[config.mk]
export PLATFORM = sky130hd
export DESIGN_NAME = tag_decoder
export DESIGN_NICKNAME = d
export VERILOG_FILES = /design/src/common/link_pkg.sv /design/src/logic/tag_decoder.sv
export VERILOG_INCLUDE_DIRS = /design/src /design/src/common
export SDC_FILE = /design/constraint.sdc
export NUM_CORES = 1
export LEC_CHECK = 0
export BUFFER_PORTS_ARGS = -buffer_cell sky130_fd_sc_hd__buf_2
export CORE_MARGIN = 2
export CORE_UTILIZATION = 45
export DETAILED_ROUTE_END_ITERATION = 8
export GPL_TIMING_DRIVEN = 0
export PLACE_DENSITY_LB_ADDON = 0.15
export RECOVER_POWER = 100
export SLEW_MARGIN = 40
export SYNTH_ARGS = -nofsm -noshare
export SYNTH_HDL_FRONTEND = slang
export SYNTH_SLANG_ARGS = --single-unit
[constraint.sdc]
create_clock -name sys_clk -period 9.6 [get_ports sys_clk]
set_clock_uncertainty 0.1 [all_clocks]
set_input_delay 1.44 -clock sys_clk [delete_from_list [all_inputs] [get_ports sys_clk]]
set_output_delay 1.44 -clock sys_clk [all_outputs]
set_load 0.02 [all_outputs]
[src/common/link_cfg.svh]
// ==============================
// Build settings of the time-tag receive path
// FIFO depth must be a power of two
// Word width is fixed at 32 by the tag word format
// Timestamp is wrap count above fine time, 64 bits
// ==============================
`ifndef LINK_CFG_SVH
`define LINK_CFG_SVH

// Beat geometry, four 32-bit words per beat
`define LINK_WORD_BITS 32
`define LINK_WORDS 4

// Frame buffer depth in beats
`define LINK_FIFO_DEPTH 64

// Tag word fields
`define LINK_CH_BITS 5
`define LINK_FINE_BITS 26
`define LINK_TS_BITS 64

// Register map, byte-wide word addresses
`define LINK_REG_ADDR_BITS 8
`define LINK_ID_WORD 32'd1
`define LINK_ADDR_ID 8'h00
`define LINK_ADDR_DEPTH 8'h01
`define LINK_ADDR_DROPPED 8'h02
`define LINK_ADDR_GOOD 8'h03

`endif

[src/common/link_pkg.sv]
// ==============================
// Shared types of the receive path
// Keep mask is contiguous from word 0
// crc_ok is meaningful on the last beat only
// ==============================
`include "link_cfg.svh"

package link_pkg;

    // One 128-bit beat with per-word keep
    typedef struct packed {
        logic [`LINK_WORDS*`LINK_WORD_BITS-1:0] data;
        logic [`LINK_WORDS-1:0]                 keep;
        logic                                   last;
        // Set by the checker on a passing last beat
        logic                                   crc_ok;
    } link_beat_t;

    // Event view of a tag word, kind bit clear
    typedef struct packed {
        logic                       kind;
        logic [`LINK_CH_BITS-1:0]   channel;
        logic [`LINK_FINE_BITS-1:0] fine;
    } tag_evt_fields_t;

    // Wrap marker view, kind bit set
    typedef struct packed {
        logic                       kind;
        logic [`LINK_WORD_BITS-2:0] unused;
    } tag_wrap_fields_t;

    // Same 32-bit word, read either way
    typedef union packed {
        tag_evt_fields_t  evt;
        tag_wrap_fields_t wrap;
    } tag_word_t;

    // Decoded output event
    typedef struct packed {
        logic [`LINK_CH_BITS-1:0] channel;
        logic [`LINK_TS_BITS-1:0] timestamp;
    } tag_event_t;

    // Host register request, Wishbone style
    typedef struct packed {
        logic                           cyc;
        logic                           stb;
        logic                           we;
        logic [`LINK_REG_ADDR_BITS-1:0] adr;
    } reg_req_t;

endpackage

[src/logic/tag_decoder.sv]
// ==============================
// Tag word decoder, one lane per cycle
// First beat of a frame is the header
// Header word 1 seeds the wrap count
// ==============================
`include "link_cfg.svh"

module tag_decoder import link_pkg::*; (
    input  logic       sys_clk,
    input  logic       sys_clk_rst,
    input  link_beat_t in_beat_i,
    input  logic       in_valid_i,
    output logic       in_ready_o,
    output tag_event_t ev_o,
    output logic       ev_valid_o,
    input  logic       ev_ready_i
);

    localparam int            WB        = `LINK_WORD_BITS;
    localparam int            WRAP_BITS = `LINK_TS_BITS - `LINK_FINE_BITS;
    localparam int            LW        = $clog2(`LINK_WORDS);
    localparam logic [LW-1:0] LAST_LANE = LW'(`LINK_WORDS - 1);

    logic                 header_q;
    logic [LW-1:0]        lane_q;
    logic [WRAP_BITS-1:0] wrap_q;
    tag_word_t            cur;
    logic                 lane_on;
    logic                 is_wrap;
    logic                 slot_free;
    logic                 lane_done;
    logic                 step;
    logic                 emit;

    // Current lane seen through the union
    assign cur     = in_beat_i.data[lane_q*WB +: WB];
    assign lane_on = in_beat_i.keep[lane_q];
    assign is_wrap = cur.wrap.kind;

    // Output register free now or freed this cycle
    assign slot_free = !ev_valid_o || ev_ready_i;
    // Empty lanes and markers never wait on the output
    assign lane_done = !lane_on || is_wrap || slot_free;
    assign step      = in_valid_i && !header_q && lane_done;
    assign emit      = step && lane_on && !is_wrap;

    // Beat is taken whole: header at once, body after its last lane
    assign in_ready_o = header_q || (lane_done && lane_q == LAST_LANE);

    // Frame position and wrap count
    always_ff @(posedge sys_clk) begin
        if (sys_clk_rst) begin
            header_q   <= 1'b1;
            lane_q     <= '0;
            wrap_q     <= '0;
            ev_valid_o <= 1'b0;
        end else begin
            if (in_valid_i && header_q) begin
                // Zero-extended seed, other header words ignored
                wrap_q   <= WRAP_BITS'(in_beat_i.data[2*WB-1:WB]);
                header_q <= in_beat_i.last;
            end else if (step) begin
                if (lane_on && is_wrap) begin
                    wrap_q <= wrap_q + 1'b1;
                end
                if (lane_q == LAST_LANE) begin
                    lane_q   <= '0;
                    header_q <= in_beat_i.last;
                end else begin
                    lane_q <= lane_q + 1'b1;
                end
            end
            if (emit) begin
                ev_valid_o <= 1'b1;
            end else if (ev_ready_i) begin
                ev_valid_o <= 1'b0;
            end
        end
    end

    // Timestamp is wrap count above fine time
    always_ff @(posedge sys_clk) begin
        if (emit) begin
            ev_o.channel   <= cur.evt.channel;
            ev_o.timestamp <= {wrap_q, cur.evt.fine};
        end
    end

    // Back-pressure holds the pending event
    a_ev_stable: assert property (@(posedge sys_clk) disable iff (sys_clk_rst)
        ev_valid_o && !ev_ready_i |=> ev_valid_o && $stable(ev_o));

endmodule

* Word-level counts from Yosys, hierarchy flattened *
Cells that the tools add are included.

cells by class
  add/subtract/negate cells = 2
  multipliers = 0
  div/mod/pow operators = 0
  order comparisons = 1
  equality and inequality tests = 1
  shift-type cells = 1
  muxes and demuxes = 11
  bitwise gates (word level) = 1
  reductions and logical operators = 24

operators with widths
  operator                                                     count
  indexed part select 128 x 8 -> 32 bit                        1
  two-way mux 32 bit                                           3
  adder 38 x 1 -> 38 bit (second input constant)               1
  AND reduction 2 bit                                          4
  nonzero test 2 bit                                           4
  logical AND 1 bit                                            7
  two-way mux 1 bit                                            6
  logical NOT 1 bit                                            4
  logical OR 1 bit                                             4
  less-than comparator 2 x 3 -> 1 bit (second input constant)  1
  adder 2 x 1 -> 2 bit (second input constant)                 1
  binary-select mux 1 bit (select 2 bit)                       1
  equality test 2 bit (second input constant)                  1
  two-way mux 2 bit                                            1
  OR reduction 2 bit                                           1
  NOT 1 bit                                                    1

storage, ports and cells
  bits in registers = 111
  bits in latches = 0
  bits in writable memories = 0
  bits in read-only memories = 0
  input port bits = 138
  output and inout bits = 71
  logic and storage cells = 48
  memories = 0

* Longest topological paths before layout *
  word-level depth = 9
  depth in mapped cells = 8
  gate-level depth less buffers = 6

* Worst setup path after synthesis *
Ideal clock, no wire load.

  path type = input-to-reg
  start point = in in_beat_i[133] (netlist bit)
  end point = reg ev_o[0] (netlist bit), enable pin
  setup time = 0.435 ns
  arrival time = 3.759 ns
  data required time = 9.065 ns
  path slack = 5.306 ns
  stages = 3
  path buffers = 0
  cell sequence = mux4_2 nor2b_1 and3_1

between the ends
  cells in the longest elaborated chain, start to end = 6
  elaborated cells between the ends (all ways) = 7
  classes of those cells = 1 x shift; 6 x reduce/logical

ends and longest elaborated chain
  what                                       RTL line           source
  start: declaration                         tag_decoder.sv:11  input link_beat_t in_beat_i,
  indexed part select 128 x 8 -> 32 bit (*)  tag_decoder.sv:36  assign cur = in_beat_i.data[lane_q*WB +: WB];
  logical OR 1 bit (2 in series)             tag_decoder.sv:43  assign lane_done = !lane_on || is_wrap || slot_free;
  logical AND 1 bit                          tag_decoder.sv:44  assign step = in_valid_i && !header_q && lane_done;
  logical AND 1 bit                          tag_decoder.sv:45  assign emit = step && lane_on && !is_wrap;
  logical AND 1 bit (*)                      tag_decoder.sv:45
  named net emit                             tag_decoder.sv:33  logic emit;
  end: declaration                           tag_decoder.sv:14  output tag_event_t ev_o,

Mark *: on every way through the listed nets, which the timed path passes. The rest lies on a longest branch.
A chain may end at the register's enable or synchronous reset.

* Worst setup path in the final report *
  start point = in in_beat_i[69] (netlist bit)
  end point = reg ev_o[42] (netlist bit), enable pin

The elaborated chain is that of the path after synthesis.

==> run summary <==
Clock sink count: 111
Crit path kind: input pin to flop
Failing checks: max-capacitance violations, max-slew violations
Setup slack after layout: 4.41 ns
Setup violators final: 0
P&R area growth vs syn: 25.9%
Synth cell types: 50
First drt pass iteration count: 5
Drt drc: 0
Post-DP HPWL: 11.1 mm
Synthesized flop and latch total: 111
Dominant synthesized flop cell: edfxtp_1
Final nets: 773
First-pass GRT wire length: 23.3 mm
N_diodes: 0
DIE HEIGHT: 112 um
Worst-path clk slew: 0.07 ns
CTS tree: yes
Measured slew at the worst slew-check pin: 2.22 ns
# rows: 39
Initial antenna violation count: 0
Total gr overflow: 0
Number of flops mapped to enable cells by yosys: 69
Die area: 12500 um^2
Worst-path fanout max: 42
I/O pin count: 209
Pwr Density: 152 nW/um^2
Synth warn: 0
Routed WL: 15.0 mm
Fin crit share: 54.0%
Vias: 4513
Setup bufs post-CTS: 0
Static Leak: 2.29 nW
Setup Total Neg Slack: 0 ns
Via density: 5.79
Layout cells sized above 1: 29.5%
Starting Density: 45.9%
Clk root buf: clkbuf_16
Total power: 1.00 mW
Gp weighted congestion: 0.859
PortBufs: 206
Cts repair resizes: 0
Core Footprint: 11400 um^2
Num CTS Buffers: 9
Final Core Density: 57.9%
Clock Latency Late Sink: 0.34 ns
Min Tclk post-route: 5.19 ns
Status: finished, violations left
Max_cap viols: 1
Critical path capture point type: flop
Pre-CTS setup slack: 5.39 ns
Critical Path Start Type: input pin
Synthesized instance count: 415
Hold Vio Cnt, Final: 0
Fraction of registers with async set/reset: 0%
Slew Viols, Final: 43
Rel. slew slack: -47.9%
Maximum number of pins on one net before global-route repair: 43
Routed wire per std cell: 19.3 um
Vias in the first global route: 4571
Min Hold Slack: 0.359 ns
Share of the yosys chip area belonging to registers: 55.5%
Fmax: 193 MHz
Die width: 112 um
Worst VDD drop: 0.0795 mV
Syn_area_per_cell: 12.6 um^2
CP arrival: 5.01 ns
RSZ-0062 raised after global routing: false
Antenna Nets Post-Route: 0
CTS Hold Buffers Added: 0
Initial DRC count: 302
Max clock buf depth: 2
Critical Path RT: 9.42 ns
Hold Crit Class: flop to flop
Post-Syn Area: 5250 um^2
GRT Total Usage: 23.7%
H-Tree Depth: 3
Net Count, Synth: 555
==> registers in the layout (all words and copies together) (netlist names) <==
name and flops:
ev_o 69, ev_valid_o 1, header_q 1, lane_q 2, wrap_q 38
==> cells by family (layout without fill, tap and decap cells) <==
logic type | Yosys count | count (layout) | synth area share [%]
AND/OR/NAND/NOR | 134 | 134 | 14.3
adder cells (fa/ha/maj) | 2 | 2 | 0.477
multiplexers | 37 | 37 | 15.0
AO/OA/AOI/OAI | 99 | 99 | 11.8
buffers and inverters | 30 | 252 | 2.58
flip-flops | 111 | 111 | 55.5
XOR/XNOR | 2 | 2 | 0.334
==> cell usage in the layout (no fill, tap or decap), types with 9 or more instances in the layout <==
cell         n
or3_1       11
nand4_1     10
mux4_2      33
nand2_1     38
clkbuf_16    9
clkbuf_1   100
nand3_1     15
a31oi_1     18
nor2_1      19
a21oi_1     32
o211ai_1     9
dfxtp_1     42
edfxtp_1    69
o21ai_0     17
buf_2      130
==> layer usage <==
layer  share of wire, %  track usage (%)  up-vias
li1                   -                -     2101
met1                 40             30.7     2153
met2                 50             40.8      244
met3                8.1             3.70       15
met4                1.4             7.89        0
met5                  0                0        -
==> power breakdown <==
| part | internal [mW] | total, mW | switching (mW) |
|---|---|---|---|
| Clock | 0.181 | 0.341 | 0.160 |
| Sequential | 0.524 | 0.541 | 0.0162 |
| Combinational | 0.0577 | 0.120 | 0.0628 |
| Total | 0.764 | 1.00 | 0.238 |
==> synth_stat cells (4+ instances only) <==
cell type	instances	share of area [%]
nor2_1	19	1.4
nand3_1	15	1.4
o31a_1	5	0.83
edfxtp_1	69	39
o211ai_1	9	1.3
or3_1	11	1.3
and3_1	4	0.48
or4_1	7	1.0
nor4_1	4	0.48
nor3_1	7	0.67
inv_1	6	0.43
nand2_1	38	2.7
nand4_1	9	1.1
a21oi_1	32	3.1
o21ai_0	17	1.6
dfxtp_1	42	16
mux4_2	33	14
clkbuf_1	12	0.86
buf_1	4	0.29
a31oi_1	18	2.1
buf_2	5	0.48
==> worst paths after layout <==
check                          start                 end  slack (ns)  cells past startpoint
max reg2reg   lane_q[1]$_SDFFE_PP0P_  ev_o[42]$_DFFE_PP_        4.82                      5
min          wrap_q[37]$_SDFFE_PP0P_  ev_o[63]$_DFFE_PP_        0.36                      0
min reg2reg  wrap_q[37]$_SDFFE_PP0P_  ev_o[63]$_DFFE_PP_        0.36                      0
max                    in_beat_i[69]  ev_o[42]$_DFFE_PP_        4.41                      5
==> final cells by class <==
class | count | area, um^2
inverter | 6 | 22.5
timing repair buffer | 207 | 940
clock buffer | 13 | 250
multi-input combinational | 274 | 2190
fill | 1035 | 4810
buffer | 24 | 101
tap | 143 | 179
sequential | 111 | 2910
clock inverter | 2 | 10.0
==> worst max-delay path: stages <==
cell,delay [ns]
clkbuf_1,0.11
mux4_2,0.53
nor2b_1,0.17
and3_1,1.07
clkbuf_1,1.65
==> through the flow <==
stage / area [um^2] / instances
after detailed placement: 6480 / 765
after global placement: 6460 / 764
after global routing: 6610 / 780
after CTS: 6740 / 780
after floorplan: 5250 / 415
final: 6610 / 780
(Power assumes the default switching activity.)
