**config.mk**
```make
export PLATFORM = sky130hd
export DESIGN_NAME = link_regs
export DESIGN_NICKNAME = d
export VERILOG_FILES = /design/src/common/link_pkg.sv /design/src/logic/link_regs.sv
export VERILOG_INCLUDE_DIRS = /design/src /design/src/common
export SDC_FILE = /design/constraint.sdc
export NUM_CORES = 1
export LEC_CHECK = 0
export ABC_AREA = 1
export ABC_CLOCK_PERIOD_IN_PS = 7800
export CAP_MARGIN = 10
export CORE_MARGIN = 2
export CORE_UTILIZATION = 40
export DETAILED_ROUTE_END_ITERATION = 12
export DONT_BUFFER_PORTS = 1
export GPL_ROUTABILITY_DRIVEN = 1
export PLACE_DENSITY = 0.58
export SLEW_MARGIN = 40
export SYNTH_ARGS = -nofsm -noshare
export SYNTH_HDL_FRONTEND = slang
export SYNTH_SLANG_ARGS = --single-unit
```
**constraint.sdc**
```tcl
create_clock -name sys_clk -period 7.8 [get_ports sys_clk]
set_input_delay 1.17 -clock sys_clk [delete_from_list [all_inputs] [get_ports sys_clk]]
set_output_delay 1.17 -clock sys_clk [all_outputs]
set_load 0.02 [all_outputs]
```
**src/common/link_cfg.svh**
```systemverilog
// ==============================
// Build settings of the time-tag receive path
// FIFO depth must be a power of two
// Word width is fixed at 32 by the tag word format
// Timestamp is wrap count above fine time, 64 bits
// ==============================
`ifndef LINK_CFG_SVH
`define LINK_CFG_SVH

// Beat geometry, four 32-bit words per beat
`define LINK_WORD_BITS 32
`define LINK_WORDS 4

// Frame buffer depth in beats
`define LINK_FIFO_DEPTH 64

// Tag word fields
`define LINK_CH_BITS 5
`define LINK_FINE_BITS 26
`define LINK_TS_BITS 64

// Register map, byte-wide word addresses
`define LINK_REG_ADDR_BITS 8
`define LINK_ID_WORD 32'd1
`define LINK_ADDR_ID 8'h00
`define LINK_ADDR_DEPTH 8'h01
`define LINK_ADDR_DROPPED 8'h02
`define LINK_ADDR_GOOD 8'h03

`endif

```
**src/common/link_pkg.sv**
```systemverilog
// ==============================
// Shared types of the receive path
// Keep mask is contiguous from word 0
// crc_ok is meaningful on the last beat only
// ==============================
`include "link_cfg.svh"

package link_pkg;

    // One 128-bit beat with per-word keep
    typedef struct packed {
        logic [`LINK_WORDS*`LINK_WORD_BITS-1:0] data;
        logic [`LINK_WORDS-1:0]                 keep;
        logic                                   last;
        // Set by the checker on a passing last beat
        logic                                   crc_ok;
    } link_beat_t;

    // Event view of a tag word, kind bit clear
    typedef struct packed {
        logic                       kind;
        logic [`LINK_CH_BITS-1:0]   channel;
        logic [`LINK_FINE_BITS-1:0] fine;
    } tag_evt_fields_t;

    // Wrap marker view, kind bit set
    typedef struct packed {
        logic                       kind;
        logic [`LINK_WORD_BITS-2:0] unused;
    } tag_wrap_fields_t;

    // Same 32-bit word, read either way
    typedef union packed {
        tag_evt_fields_t  evt;
        tag_wrap_fields_t wrap;
    } tag_word_t;

    // Decoded output event
    typedef struct packed {
        logic [`LINK_CH_BITS-1:0] channel;
        logic [`LINK_TS_BITS-1:0] timestamp;
    } tag_event_t;

    // Host register request, Wishbone style
    typedef struct packed {
        logic                           cyc;
        logic                           stb;
        logic                           we;
        logic [`LINK_REG_ADDR_BITS-1:0] adr;
    } reg_req_t;

endpackage

```
**src/logic/link_regs.sv**
```systemverilog
// ==============================
// Read-only status registers
// Ack is a one-cycle pulse after the request
// Writes are acked and have no effect
// ==============================
`include "link_cfg.svh"

module link_regs import link_pkg::*; (
    input  logic                       sys_clk,
    input  logic                       sys_clk_rst,
    input  reg_req_t                   req_i,
    input  logic [`LINK_WORD_BITS-1:0] wr_data_i,
    output logic                       ack_o,
    output logic [`LINK_WORD_BITS-1:0] rd_data_o,
    input  logic                       good_frame_i,
    input  logic                       dropped_frame_i
);

    logic [31:0] good_cnt_q;
    logic [31:0] drop_cnt_q;
    logic        req_hit;

    // Held request does not re-trigger while ack is high
    assign req_hit = req_i.cyc && req_i.stb && !ack_o;

    // Ack machine and frame counters
    always_ff @(posedge sys_clk) begin
        if (sys_clk_rst) begin
            ack_o      <= 1'b0;
            good_cnt_q <= '0;
            drop_cnt_q <= '0;
        end else begin
            ack_o <= req_hit;
            // Counters stick at all ones
            if (good_frame_i && good_cnt_q != '1) begin
                good_cnt_q <= good_cnt_q + 1'b1;
            end
            if (dropped_frame_i && drop_cnt_q != '1) begin
                drop_cnt_q <= drop_cnt_q + 1'b1;
            end
        end
    end

    // Read decode
    always_ff @(posedge sys_clk) begin
        if (req_hit && !req_i.we) begin
            case (req_i.adr)
                `LINK_ADDR_ID:      rd_data_o <= `LINK_ID_WORD;
                `LINK_ADDR_DEPTH:   rd_data_o <= 32'(`LINK_FIFO_DEPTH);
                `LINK_ADDR_DROPPED: rd_data_o <= drop_cnt_q;
                `LINK_ADDR_GOOD:    rd_data_o <= good_cnt_q;
                default:            rd_data_o <= '0;
            endcase
        end
    end

    // Host must present known data on a write
    a_wr_known: assert property (@(posedge sys_clk) disable iff (sys_clk_rst)
        req_i.cyc && req_i.stb && req_i.we |-> !$isunknown(wr_data_i));

endmodule

```
Word-level counts from Yosys, hierarchy flattened
Cells that the tools add are included.

storage, ports and cells
  bits in registers = 97
  bits of input ports = 47
  output and inout bits = 33
  word-level logic and storage cells = 20

operators by class
  add/sub/neg operators = 2
  equality and inequality tests = 5
  muxes and demuxes = 1
  reductions and logical operators = 8

operators with widths
  cell                                            count
  one-hot mux 32 bit (4 select lines)             1
  adder 32 x 1 -> 32 bit (second input constant)  2
  != test 32 bit (second input constant)          2
  == test 8 x 2 -> 1 bit (second input constant)  2
  == test 8 x 1 -> 1 bit (second input constant)  1
  logical NOT 8 bit                               1
  logical AND 1 bit                               5
  logical NOT 1 bit                               2

Longest topological paths before layout
  depth after elaboration = 3
  gate-level depth with buffers = 11
  mapped depth without buffers = 10

Worst setup path after synthesis
No wires, ideal clock.

  path type = input -> register
  start = in req_i[8] in the netlist's numbering
  end = reg rd_data_o[0], enable pin
  setup time = 0.505 ns
  arrival time = 4.383 ns
  data required time = 7.295 ns
  setup slack = 2.912 ns
  cell stages on the path = 1
  path buffers = 0
  path through = nor4_1

on the way
  word-level cells in the longest chain between the ends = 2

ends and longest elaborated chain
  what                  RTL line         text
  start, declared       link_regs.sv:11  input reg_req_t req_i,
  logical NOT 1 bit     link_regs.sv:46  if (req_hit && !req_i.we) begin
  logical AND 1 bit     link_regs.sv:46
  end signal, assigned  link_regs.sv:48  `LINK_ADDR_ID: rd_data_o <= `LINK_ID_WORD;
  end signal, assigned  link_regs.sv:49  `LINK_ADDR_DEPTH: rd_data_o <= 32'(`LINK_FIFO_DEPTH);
  end signal, assigned  link_regs.sv:50  `LINK_ADDR_DROPPED: rd_data_o <= drop_cnt_q;
  end, declared         link_regs.sv:14  output logic [`LINK_WORD_BITS-1:0] rd_data_o,

No other way between the ends.
A chain may end at the register's enable or synchronous reset.

Final worst setup path
  start = reg drop_cnt_q[0]
  end = reg drop_cnt_q[20]

on the way
  word-level cells in the longest chain between the ends = 2
  elaborated cells between the ends (all ways) = 3
  classes of those cells = add/sub: 1; eq/ne: 1; reduce/logical: 1

ends and longest elaborated chain
  what                                                            RTL line         text
  start, declared                                                 link_regs.sv:20  logic [31:0] drop_cnt_q;
  start signal, assigned                                          link_regs.sv:39  drop_cnt_q <= drop_cnt_q + 1'b1;
  branches (longest 2 deep; another with adder 32 x 1 -> 32 bit)  -

Several ways; the timed one is not identified.

==> metrics.md <==
| Metric | Value |
|---|---|
| Outcome | `completed` |
| Crit path buf inv count | `1` |
| R2R Path Start | `drop_cnt_q[0]` |
| Worst hold path type | `reg2reg` |
| Distinct cells, synth | `25` |
| Cell-internal power | `782 uW` |
| Io pins | `80` |
| Data required time at the worst endpoint | `8.10 ns` |
| CP endpoint kind | `register` |
| Reg-to-reg critical path endpoint | `drop_cnt_q[20]` |
| Deepest clock path buffer count | `2` |
| Worst vdd ir | `0.0000832 V` |
| Max Clock Skew | `0.0116 ns` |
| Slew Limit Fails | `0` |
| Final Cycle Share | `0.293` |
| Largest net degree at the start of global routing | `46` |
| Vert. Die Dim | `119 um` |
| Setup slack after layout | `5.52 ns` |
| Sequential share of power | `0.527` |
| Place WS | `5.16 ns` |
| Pwr Density | `178 mW/mm2` |
| Unrepaired setup endpoints after global routing | `false` |
| Pre-antenna DRT Iters | `6` |
| Hold path depth | `2` |
| Arr. time, crit path | `2.58 ns` |
| Hold_buf cts | `0` |
| Antenna Cells | `0` |
| Total negative slack | `0 ns` |
| Port Buf Inserts | `0` |
| Die W | `119 um` |
| Leakage power | `2.08 nW` |
| Initial antenna violation count | `0` |
| Inserted Clock Buffers | `9` |
| Seq/Total Area, Yosys | `0.426` |
| Syn Nets | `833` |
| Main area contributors after synthesis | `dfxtp_1 25%, edfxtp_1 18%, nand2_1 14%, nor2_1 11%, nand3_1 9.8%` |
| Startpoint Class | `register` |
| Max incr delay on CP | `0.52 ns` |
| Cell area after synthesis | `0.00531 mm2` |
| Final setup fails | `0` |
| Post-DP HPWL | `10000 um` |
| Worst Path Class, Setup | `reg2reg` |
| Worst path most repeated cell | `nand2_1` |
| Count of nets after finishing | `825` |
| Detailed Route WL | `13800 um` |
| Max FO, Critical Path | `33` |
| Cells on worst reg2reg path | `11` |
| Synth top area share | `0.245` |
| Sink Count | `97` |
| Row count | `42` |
| Final critical-path required period | `2.28 ns` |
| Worst path slowest cell | `nand2_1` |
| All-layer global routing usage | `0.201` |
| Main synth FF type | `dfxtp_1` |
| Hold slack final | `0.510 ns` |
| Count leader, synth | `nand2_1` |
| Hold path startpoint | `drop_cnt_q[1]` |
| CTS clk-pin slew, worst paths | `0.07 ns` |
| Synth Area per Inst | `6.77 um2` |
| Vias in the first global route | `4436` |
| Clk_lat worst skew | `0.36 ns` |
| Finished Layout Cells | `957` |
| Number of flops mapped to enable cells by yosys | `32` |
| H-tree depth | `3` |
| Min-Delay Endpoint | `drop_cnt_q[1]` |
| Worst slew margin | `0.536` |
| Register area | `0.00226 mm2` |
| Root buffer cell | `clkbuf_16` |
| Starting Density | `0.406` |
| Fin. Hold Viols | `0` |
| GP Congestion | `0.847` |
| Actual slew at the worst max-slew pin | `0.695 ns` |
| P_sw | `236 uW` |
| Clock share of power | `0.447` |
| Worst path top cell family by delay | `simple AND/OR/NAND/NOR gates` |
| PostCTS Resize Cnt | `0` |
| Reg-to-reg slack, setup | `5.52 ns` |
| Area Overhead vs Synth | `8.01%` |
| Drt drc | `0` |
| Net Sw Frac | `0.232` |
| Cells along the critical path | `ha_1 > nand2_1 > nor2_1 > nand2_1 > nor2_1 > nand2_1 > buf_4 > nand3_1 > nand2_1 > nand2_1 > nor2_1` |
| Grt total ovfl | `0` |
| Placed instance count | `941` |
| Yosys reg bits | `97` |
| Combinational power share | `0.026` |
| Fillers | `1332` |
| Maxcap violations | `0` |
| Die ar. | `0.0142 mm2` |
| Via count | `4870` |
| Share of layout cells above drive strength 1 | `0.0602` |
| Setup Buffers After CTS | `0` |
| Initial DRC Count | `333` |
| Ys async rst share | `0` |
| Area of the multi-input gates | `0.00264 mm2` |
| Mapped Cells | `784` |
| Core outline area | `0.0131 mm2` |
| Final ANT Viol Nets | `0` |
| Top post-synthesis cells by count | `205 x nand2_1, 159 x nor2_1, 104 x nand3_1` |
| Cell taking the most area after synthesis | `dfxtp_1` |
| Routed len/inst | `14.4 um` |
| Max Clock Freq | `438 MHz` |
| Crit. Startpoint | `drop_cnt_q[0]` |
| Ys Warns | `0` |
| Via/cell ratio | `5.09` |
| First-pass GRT wire length | `22400 um` |
| TritonCTS clock tree | `built` |
| Tot Pwr | `1.02 mW` |
-- cells in the final DEF, fill, tap and decap left out, drive strengths merged --
cell / instances
buf: 6
nor4: 3
clkinvlp: 3
clkbuf: 9
ha: 2
and2: 5
inv: 71
bufinv: 1
clkinv: 3
xor2: 1
edfxtp: 32
nand4: 13
nor3: 11
nand2: 207
a21oi: 47
nor2: 168
dfxtp: 65
o21ai: 21
nand3: 111
o211ai: 2
-- state kept, by name, summed over array words and instances, names as in the netlist --
name,count
ack_o,1
drop_cnt_q,32
rd_data_o,32
good_cnt_q,32
-- power groups by stage --
stage | clock network (mW) | logic [mW] | registers (mW)
after floorplan | 0 | 0.0209 | 0.547
after global placement | 0 | 0.0259 | 0.547
after detailed placement | 0 | 0.0268 | 0.548
after CTS | 0.462 | 0.0268 | 0.536
after global routing | 0.485 | 0.0303 | 0.536
final | 0.455 | 0.0266 | 0.536
-- layout make-up --
type                            instances  share of cell area
Multi-Input combinational cell        591               0.461
Clock buffer                            9              0.0393
Tap cell                              176              0.0384
Inverter                               71              0.0467
Sequential cell                        97               0.395
Timing Repair Buffer                    6             0.00786
Clock inverter                          7              0.0122
-- cells by family after synthesis --
family	synth area share
adder cells (fa/ha/maj)	0.00471
flip-flops	0.426
AND/OR/NAND/NOR	0.420
buffers and inverters	0.0792
XOR/XNOR	0.00165
AO/OA/AOI/OAI	0.0683
-- worst reg2reg max path, cell delays in order (launching register included) --
cell,delay (ns)
dfxtp_1,0.36
ha_1,0.25
nand2_1,0.10
nor2_1,0.04
nand2_1,0.08
nor2_1,0.05
nand2_1,0.52
buf_4,0.45
nand3_1,0.16
nand2_1,0.09
nand2_1,0.05
nor2_1,0.09
-- per-layer routing --
metal	vias up	share of wire	wire (um)	global-route usage
met4	0	0.018	245	0.0796
met2	120	0.48	6600	0.330
met5	-	0	0	0
met3	13	0.050	689	0.0287
li1	2534	-	-	-
met1	2203	0.45	6260	0.266
-- per-stage QoR --
step | instance area, um2 | utilization
2_1_floorplan | 5310 | -
3_3_place_gp | 5440 | 0.415
3_5_place_dp | 5440 | 0.416
4_1_cts | 5730 | 0.438
5_1_grt | 5730 | 0.438
6_report | 5730 | 0.438
-- worst max-delay path by stage --
stage,cells after the start,endpoint,slack (ns)
floorplan,1,rd_data_o[0],2.91
global placement,4,drop_cnt_q[24],5.07
detailed placement,5,rd_data_o[21],5.16
CTS,11,drop_cnt_q[20],5.53
global route,11,drop_cnt_q[27],5.29
finish,11,drop_cnt_q[20],5.52
(Power assumes the default switching activity.)
